--- config.mk ---
export PLATFORM = sky130hd
export DESIGN_NAME = decode_mux
export DESIGN_NICKNAME = d
export VERILOG_FILES = /design/src/design/core_pkg.sv /design/src/design/decode_mux.sv
export SDC_FILE = /design/constraint.sdc
export NUM_CORES = 1
export LEC_CHECK = 0
export ABC_AREA = 1
export BUFFER_PORTS_ARGS = -buffer_cell sky130_fd_sc_hd__clkbuf_2
export CAP_MARGIN = 20
export CORE_AREA = 4 4 87 89
export DETAILED_ROUTE_END_ITERATION = 10
export DIE_AREA = 0 0 91 93
export GPL_TIMING_DRIVEN = 0
export PLACE_DENSITY_LB_ADDON = 0.3
export SYNTH_ARGS = -nofsm -noshare
export SYNTH_HDL_FRONTEND = slang
export SYNTH_SLANG_ARGS = --single-unit
--- constraint.sdc ---
create_clock -name vclk -period 1
set_clock_uncertainty 0.2 [all_clocks]
set_input_delay 0 -clock vclk [all_inputs]
set_output_delay 0 -clock vclk [all_outputs]
set_load 0.05 [all_outputs]
--- src/design/core_pkg.sv ---
package core_pkg;

	typedef logic [31:0] word;
	typedef logic [3:0]  reg_num;

	localparam int REG_COUNT = 16;
	localparam int MEM_WORDS = 64;
	localparam int MEM_AW    = $clog2(MEM_WORDS);

	localparam reg_num R14 = 4'd14;
	localparam reg_num R15 = 4'd15;

	localparam logic [3:0] COND_AL = 4'b1110;
	localparam logic [3:0] COND_NV = 4'b1111;

	localparam logic [1:0] SHIFT_LSL = 2'b00;
	localparam logic [1:0] SHIFT_LSR = 2'b01;
	localparam logic [1:0] SHIFT_ASR = 2'b10;
	localparam logic [1:0] SHIFT_ROR = 2'b11;

	// ####################
	// Data processing opcodes, as encoded in bits 24:21.
	typedef enum logic [3:0] {
		ALU_AND = 4'h0, ALU_EOR = 4'h1, ALU_SUB = 4'h2, ALU_RSB = 4'h3,
		ALU_ADD = 4'h4, ALU_ADC = 4'h5, ALU_SBC = 4'h6, ALU_RSC = 4'h7,
		ALU_TST = 4'h8, ALU_TEQ = 4'h9, ALU_CMP = 4'ha, ALU_CMN = 4'hb,
		ALU_ORR = 4'hc, ALU_MOV = 4'hd, ALU_BIC = 4'he, ALU_MVN = 4'hf
	} alu_op;

	typedef struct packed {
		reg_num      r;
		logic [11:0] imm;
		logic        is_imm;
		logic        ror;
		logic [1:0]  shift_type;
		logic [4:0]  shift_imm;
	} snd_decode;

	typedef struct packed {
		alu_op  op;
		reg_num rd;
		reg_num rn;
		logic   uses_rn;
	} data_decode;

	typedef struct packed {
		logic load;
		logic up;
		logic pre;
		logic writeback;
	} ldst_decode;

	typedef struct packed {
		logic n;
		logic z;
		logic c;
		logic v;
	} psr_flags;

	// ####################
	// Stage payloads.
	typedef struct packed {
		logic [3:0]  cond;
		word         pc;
		logic [23:0] offset;
		snd_decode   snd;
		data_decode  data;
		ldst_decode  ldst;
		logic        undefined;
		logic        execute;
		logic        conditional;
		logic        writeback;
		logic        update_flags;
		logic        branch;
		logic        ldst_en;
		logic        mul;
	} exec_bundle;

	typedef struct packed {
		word               pc;
		reg_num            rd;
		word               value;
		word               store_data;
		logic [MEM_AW-1:0] mem_addr;
		logic              write_reg;
		logic              write_mem;
		logic              load;
		logic              update_flags;
		logic              undefined;
		psr_flags          new_flags;
		word               branch_target;
	} retire_bundle;

endpackage
--- src/design/decode_mux.sv ---
`timescale 1ns/100ps

module decode_mux import core_pkg::*; (
	input  word        insn,
	input  word        insn_pc,
	input  snd_decode  snd,
	input  logic       snd_undefined,
	input  data_decode data,
	input  logic       data_writeback,
	input  logic       data_update_flags,
	input  reg_num     mul_rd,
	input  reg_num     mul_rs,
	input  reg_num     mul_rm,
	input  ldst_decode ldst_single,
	input  logic       ldst_single_is_imm,
	input  logic       ldst_undefined,
	output exec_bundle bundle
);

	logic [11:0] group;
	logic        branch_link;
	logic        bad_alu;

	always_comb begin
		group = {insn[27:20], insn[7:4]};
		branch_link = insn[24];

		// Carry-in forms, TEQ, CMN and the PSR transfers hiding under compares.
		bad_alu = data.op inside {ALU_SBC, ALU_RSC, ALU_TEQ, ALU_CMN}
			|| (!data_writeback && !data_update_flags);

		bundle = '0;
		bundle.cond = insn[31:28];
		bundle.pc = insn_pc;
		bundle.offset = insn[23:0];
		bundle.execute = 1'b1;
		bundle.conditional = insn[31:28] != COND_AL;
		bundle.data.op = ALU_MOV;
		bundle.data.uses_rn = 1'b1;
		bundle.snd.is_imm = 1'b1;

		// Multiply must match before the ALU pattern that covers it.
		priority casez (group)
			12'b101?_????_????: begin
				bundle.branch = 1'b1;
				bundle.data.uses_rn = branch_link;

				if (branch_link) begin
					bundle.data.op = ALU_SUB;
					bundle.data.rd = R14;
					bundle.data.rn = R15;
					bundle.snd.imm = 12'd4;
					bundle.writeback = 1'b1;
				end
			end

			12'b0000_00??_1001: begin
				bundle.mul = 1'b1;
				bundle.data.rd = mul_rd;
				bundle.data.rn = mul_rs;
				bundle.snd.is_imm = 1'b0;
				bundle.snd.r = mul_rm;
				bundle.writeback = 1'b1;
				bundle.update_flags = insn[20];
				// no accumulate
				bundle.undefined = insn[21];
			end

			12'b00??_????_????: begin
				bundle.snd = snd;
				bundle.data = data;
				bundle.writeback = data_writeback;
				bundle.update_flags = data_update_flags;
				bundle.undefined = snd_undefined || bad_alu;
			end

			12'b01??_????_????: begin
				bundle.ldst_en = 1'b1;
				bundle.ldst = ldst_single;
				bundle.snd = snd;
				bundle.snd.is_imm = ldst_single_is_imm;
				bundle.snd.ror = 1'b0;
				bundle.data.op = ldst_single.up ? ALU_ADD : ALU_SUB;
				bundle.data.rd = data.rd;
				bundle.data.rn = data.rn;
				bundle.writeback = ldst_single.load;
				bundle.undefined = ldst_undefined;
			end

			default:
				bundle.undefined = 1'b1;
		endcase

		if (insn[31:28] == COND_NV)
			bundle.undefined = 1'b1;

		if (bundle.undefined) begin
			bundle.execute = 1'b0;
			bundle.writeback = 1'b0;
			bundle.update_flags = 1'b0;
			bundle.branch = 1'b0;
			bundle.ldst_en = 1'b0;
			bundle.mul = 1'b0;
		end
	end

endmodule

======== Word level (Yosys, flattened, before mapping) ========
Cells that the tools add are included.
storage, ports and cells
  bits in registers ....................... 0
  input port bits ......................... 123
  output and inout port bits .............. 110
  word-level logic and storage cells ...... 51
cells by class
  eq/ne operators ......................... 9
  muxes and demuxes ....................... 33
  reduce and logical (&&, ||, !) cells .... 9
operators by type and width
  cell                                                               count
  8-bit one-hot mux with 2 select lines                              2
  12-bit 2-to-1 mux                                                  2
  12-bit one-hot mux with 2 select lines                             1
  4-bit one-hot mux with 2 select lines                              3
  8-bit 2-to-1 mux                                                   2
  1-bit one-hot mux with 2 select lines                              8
  4-bit == test (second input constant)                              3
  4-bit 2-to-1 mux                                                   3
  10-bit by 4-bit == test with 1-bit output (second input constant)  1
  1-bit 2-to-1 mux                                                   9
  4-bit by 3-bit == test with 1-bit output (second input constant)   2
  3-bit 2-to-1 mux                                                   2
  5-bit 2-to-1 mux                                                   1
  4-bit inequality test (second input constant)                      1
  4-bit nonzero test                                                 1
  2-bit OR reduction                                                 2
  3-bit == test (second input constant)                              1
  2-bit by 1-bit == test with 1-bit output (second input constant)   1
  1-bit logical NOT                                                  2
  2-bit logical NOT                                                  1
  1-bit logical OR                                                   2
  1-bit logical AND                                                  1

======== Depth between registers and ports, before layout ========
Gate-level depths: netlist of the first run.
  word-level depth ........................ 8
  depth in mapped cells ................... 9
  mapped depth without buffers ............ 8

======== Worst setup path before layout of the first run ========
Ideal clock, no wire load.
  kind .................................... input port to output port
  start point ............................. in insn[26]
  end point ............................... out bundle[0] (netlist bit)
  arrival time ............................ 1.516 ns
  required time ........................... 0.800 ns
  slack ................................... -0.716 ns
  cell stages on the path ................. 8
  buffers on the path ..................... 1
  cells stage by stage .................... nor2_4 nand3_1 nor2_2 buf_4 nor2_1 nand2_1 nand2_2 nor2_1
RTL lines
  item                line              text
  start: declaration  decode_mux.sv:4   input word insn,
  end: declaration    decode_mux.sv:17  output exec_bundle bundle

==> results of run 1 <==
==> power breakdown <==
group	leakage [nW]	internal, mW	switching (mW)
sequential	0	0	0
clock	0	0	0
combinational	1.94	0.886	1.41
==> area by class of cell <==
cell class         count  area [µm²]
plain buffers         67         528
fillers              609        3100
inverters             22         124
multi-input cells    145        1190
well taps             80         100
repair buffers       205        1720
==> cells in the final DEF (no fill, tap or decap), types with 4 or more instances in the layout <==
master,Yosys,layout
buf_4,61,78
buf_6,0,8
buf_8,0,25
clkbuf_16,0,8
clkbuf_2,0,129
clkbuf_8,0,20
inv_1,20,10
inv_4,0,5
nand2_1,69,29
nand2_2,3,16
nand2_4,0,25
nor2_1,42,7
nor2_2,2,7
nor2_4,1,31
o21ai_1,0,6
o21ai_2,1,4
==> cell families (layout without fill, tap and decap cells) <==
group,count (synthesis),after routing
AOI/OAI and AO/OA,17,17
buffers and inverters,89,294
and+or+nand+nor,128,128
==> path summary, 6_finish.rpt <==
| check | endpoint | start | cells past startpoint | slack (ns) |
|---|---|---|---|---|
| worst max-delay path | bundle[1] | insn[26] | 10 | -0.34 |
| worst min-delay path | bundle[50] | insn[0] | 2 | 0.13 |
==> per-layer routing <==
| layer | GRT usage [%] | share of wire (%) |
|---|---|---|
| met1 | 14.6 | 31 |
| met2 | 31.1 | 57 |
| met3 | 4.02 | 12 |
| met4 | 0.126 | 0 |
| met5 | 0 | 0 |
==> timing repair <==
item / CTS / global route
pin swaps: 17 / 8
buffers inserted: 13 / 6
cloned: 3 / 0
gates resized for setup: 164 / 61
endpoints found under the setup margin: 50 / 50
==> impl_metrics.yaml, run 1 <==
worst_setup_path:
  crit_fanout: 7
  critPathTopFamily: "simple AND/OR/NAND/NOR gates"
  required_ns: 0.80
  critPathLaunchType: "input pin"
  max_stage_delay_ns: 0.15
  endpoint_kind: "output port"
  crit_path_frequent_cell: "nor2_4"
  crit_chain: "clkbuf_16, nor2_4, nand3_2, nor2_4, buf_6, nor2_4, nand2_4, nand2_8, nor2_4, buf_8"
  crit_buf_inv: 3
  crit_path_top_delay_cell: "buf_8"
  critPathKind: "input pin to output port"
  worst_ep_arrival_time_ns: 1.14
synthesis:
  synth_top_cell_by_area: "buf_4"
  synth_most_common_cell: "nand2_1"
  synth.area.top_cells: "buf_4 38%, nand2_1 22%, nor2_1 13%, inv_1 6.3%, o21ai_0 4.2%"
  ys_seq_area_share_pct: 0
  synth_top_family_by_area: "buffers and inverters"
  synth_compound_area_share_pct: 8.05
  synth-simple-area-share_pct: 44.4
  ys_top_cells_by_count: "69 x nand2_1, 61 x buf_4, 42 x nor2_1, 20 x inv_1, 10 x o21ai_0"
  yosysWarnings: 0
  synth_mux_area_share_pct: 0
  syn_area_um2: 1200
  avgSynthCellArea_um2: 5.12
  synth_top_cell_area_share_pct: 38.2
  synth_cell_types: 20
  synth_fp_nets: 357
  syn-instance-count: 234
  synth-adder-area-share_pct: 0
  synth_xor_area_share_pct: 0
floorplanning:
  core-area_um2: 6760
  die_w_um: 91
  io_pins: 233
  rows: 30
  die_h_um: 93
  start_util_pct: 17.7
  die-area_um2: 8460
sta:
  max_freq_mhz: 747
  hold-worst-slack_ns: 0.128
  finalWorstPathRequiredPeriod_ns: 1.34
  worst_pin_slew_ns: 0.295
  fin_tns_setup_ns: -11.58
  setup_slack_ns: -0.339
  hold_viol: 0
  maxSlewViolCount: 0
  rsz0062_at_grt: "yes"
  period_share_pct: 134
  finalSetupViolations: 45
  relSlewSlack_pct: 80.4
cells_and_area:
  n_clock_buffer: 0
  syn_to_final_growth_pct: 206
  seq_cells: 0
  register_area_um2: 0
  layout.nets: 564
  layout.cells.non_filler: 519
  diodes: 0
  design_area_um2: 3660
  final_util_pct: 54.2
  drive_gt1_share_pct: 86.3
power:
  p_leak_nw: 1.94
  ir_drop_mv: 0.380
  power.total_mw: 2.30
  p_per_area_nw_per_um2: 628
routing:
  ant_nets: 0
  drt_iter0_drc: 52
  first_pass_iters: 4
  vias: 2129
  wl_mm: 6.98
  vias_per_cell: 4.10
  drc_errors: 0
  wl_per_cell_um: 13.4
min_path:
  holdCritPathClass: "input pin to output port"
placement:
  dpl-instance-area_um2: 2650
  place_congestion: 0.732
  io_buffers: 185
  dp_hpwl_mm: 5.61
  dpl.cell_count: 499
  pre_cts_slack_ns: -0.821
flow_run:
  drv_cap: 0
global_route:
  grt_pass1_vias: 2118
  grt_pass1_wl_mm: 10.4
  grt-ovfl-total: 0
  grt_usage_pct: 14.6
  grt_max_degree: 11
  antenna_found_initial: 0
run_status:
  outcome: "finished with violations"
  violations: "negative setup slack"
cts:
  hold_buffers: 0
Note: power is estimated with default switching activity, not from simulation.
==> run 2, diff against run 1 <==
BUFFER_PORTS_ARGS = -buffer_cell sky130_fd_sc_hd__buf_4   (was -buffer_cell sky130_fd_sc_hd__clkbuf_2)
CELL_PAD_IN_SITES_DETAIL_PLACEMENT = 1   (was not set)
CELL_PAD_IN_SITES_GLOBAL_PLACEMENT = 2   (was not set)
CORE_AREA = not set   (was 4 4 87 89)
CORE_ASPECT_RATIO = 1.5   (was not set)
CORE_MARGIN = 4   (was not set)
CORE_UTILIZATION = 10   (was not set)
DIE_AREA = not set   (was 0 0 91 93)
==> run 2 against run 1 <==
  * The run still ends with negative setup slack left
  * Setup slack improved by 0.020 ns
  * Die area increased by 63%
  * Total power increased by 7.3%
  * Routed wire length increased by 17%
  * Critical path type unchanged
==> impl_metrics.yaml, run 2 (synthesis gave the netlist of run 1 again) <==
worst_setup_path:
  crit_fanout: 7
  critPathLaunchType: "input pin"
  critPathKind: "input pin to output port"
  worst_ep_arrival_time_ns: 1.12
  endpoint_kind: "output port"
  required_ns: 0.80
cells_and_area:
  mostFrequentLayoutCells: "196 x buf_4, 37 x buf_8, 34 x nand2_4"
  diodes: 0
  register_area_um2: 0
  seq_cells: 0
  mostFrequentLayoutCell: "buf_4"
  syn_to_final_growth_pct: 241
  drive_gt1_share_pct: 87.1
  layout.nets: 560
  n_clock_buffer: 0
sta:
  period_share_pct: 132
  finalWorstPathRequiredPeriod_ns: 1.32
  worst_pin_slew_ns: 0.345
  hold_viol: 0
  relSlewSlack_pct: 76.8
  max_freq_mhz: 758
  rsz0062_at_grt: "yes"
  setup_slack_ns: -0.319
  maxSlewViolCount: 0
  finalSetupViolations: 45
  hold-worst-slack_ns: 0.0546
floorplanning:
  rows: 48
  core-area_um2: 11600
  die_w_um: 97.3
  die_h_um: 142
  start_util_pct: 10.3
  io_pins: 233
  die-area_um2: 13800
routing:
  drc_errors: 0
  first_pass_iters: 4
  vias: 2253
  wl_mm: 8.17
  drt_iter0_drc: 16
  vias_per_cell: 3.85
  wl_per_cell_um: 14.0
  ant_nets: 0
global_route:
  grt_pass1_wl_mm: 12.2
  grt_pass1_vias: 2425
  grt-ovfl-total: 0
  antenna_found_initial: 0
  grt_usage_pct: 10.7
  grt_max_degree: 11
power:
  p_leak_nw: 2.03
  p_per_area_nw_per_um2: 603
  ir_drop_mv: 0.240
placement:
  pre_cts_slack_ns: -0.707
  dp_hpwl_mm: 7.10
  io_buffers: 185
  place_congestion: 0.713
run_status:
  outcome: "finished with violations"
  violations: "negative setup slack"
min_path:
  holdCritPathClass: "input pin to output port"
cts:
  hold_buffers: 0
flow_run:
  drv_cap: 0
-- run 2: timing repair --
action / 4_1_cts / 5_1_grt
pin swaps: 24 / 8
setup endpoints to repair: 50 / 46
buffers inserted: 10 / 4
cloned: 1 / 1
gates resized for setup: 163 / 33
-- run 2: power by group --
part	total (mW)	leakage [nW]	internal (mW)	switching [mW]
logic	2.47	2.03	1.02	1.45
registers	0	0	0	0
clock network	0	0	0	0
-- run 2: final cells by class --
class / count / area [µm²]
Tap cell: 150 / 188
Multi-Input combinational cell: 145 / 1290
Timing Repair Buffer: 201 / 1930
Buffer: 67 / 543
Inverter: 22 / 131
Fill cell: 1404 / 7510
-- run 2: worst paths after layout --
check	startpoint	end	depth (start not counted)
worst max-delay path	insn[26]	bundle[2]	10
worst min-delay path	insn[12]	bundle[62]	2
-- run 2: critical path, cell delays in order --
cell     delay, ns
buf_12        0.11
nor2_4        0.12
nand3_2       0.10
nor2_4        0.14
buf_8         0.14
nor2_4        0.04
nand2_4       0.07
nand2_8       0.10
nor2_4        0.13
buf_8         0.15
-- run 2: metal layers --
layer	vias to the layer above	track usage [%]	part of all wire (%)
met2	153	23.2	60
met3	0	4.27	13
met5	-	0	0
li1	1057	-	-
met4	0	0	0
met1	1043	9.61	27
-- run 2: stage by stage --
stage	total power [mW]	cells	setup TNS (ns)	utilization [%]	cell area, µm²
floorplan	1.42	234	-3.27	-	1620
global placement	2.12	569	-23.11	27.6	3200
detailed placement	2.14	569	-23.52	27.6	3200
global route	2.59	585	-13.10	35.2	4090
CTS	2.42	580	-11.54	33.7	3910
finish	2.47	585	-9.69	35.2	4090
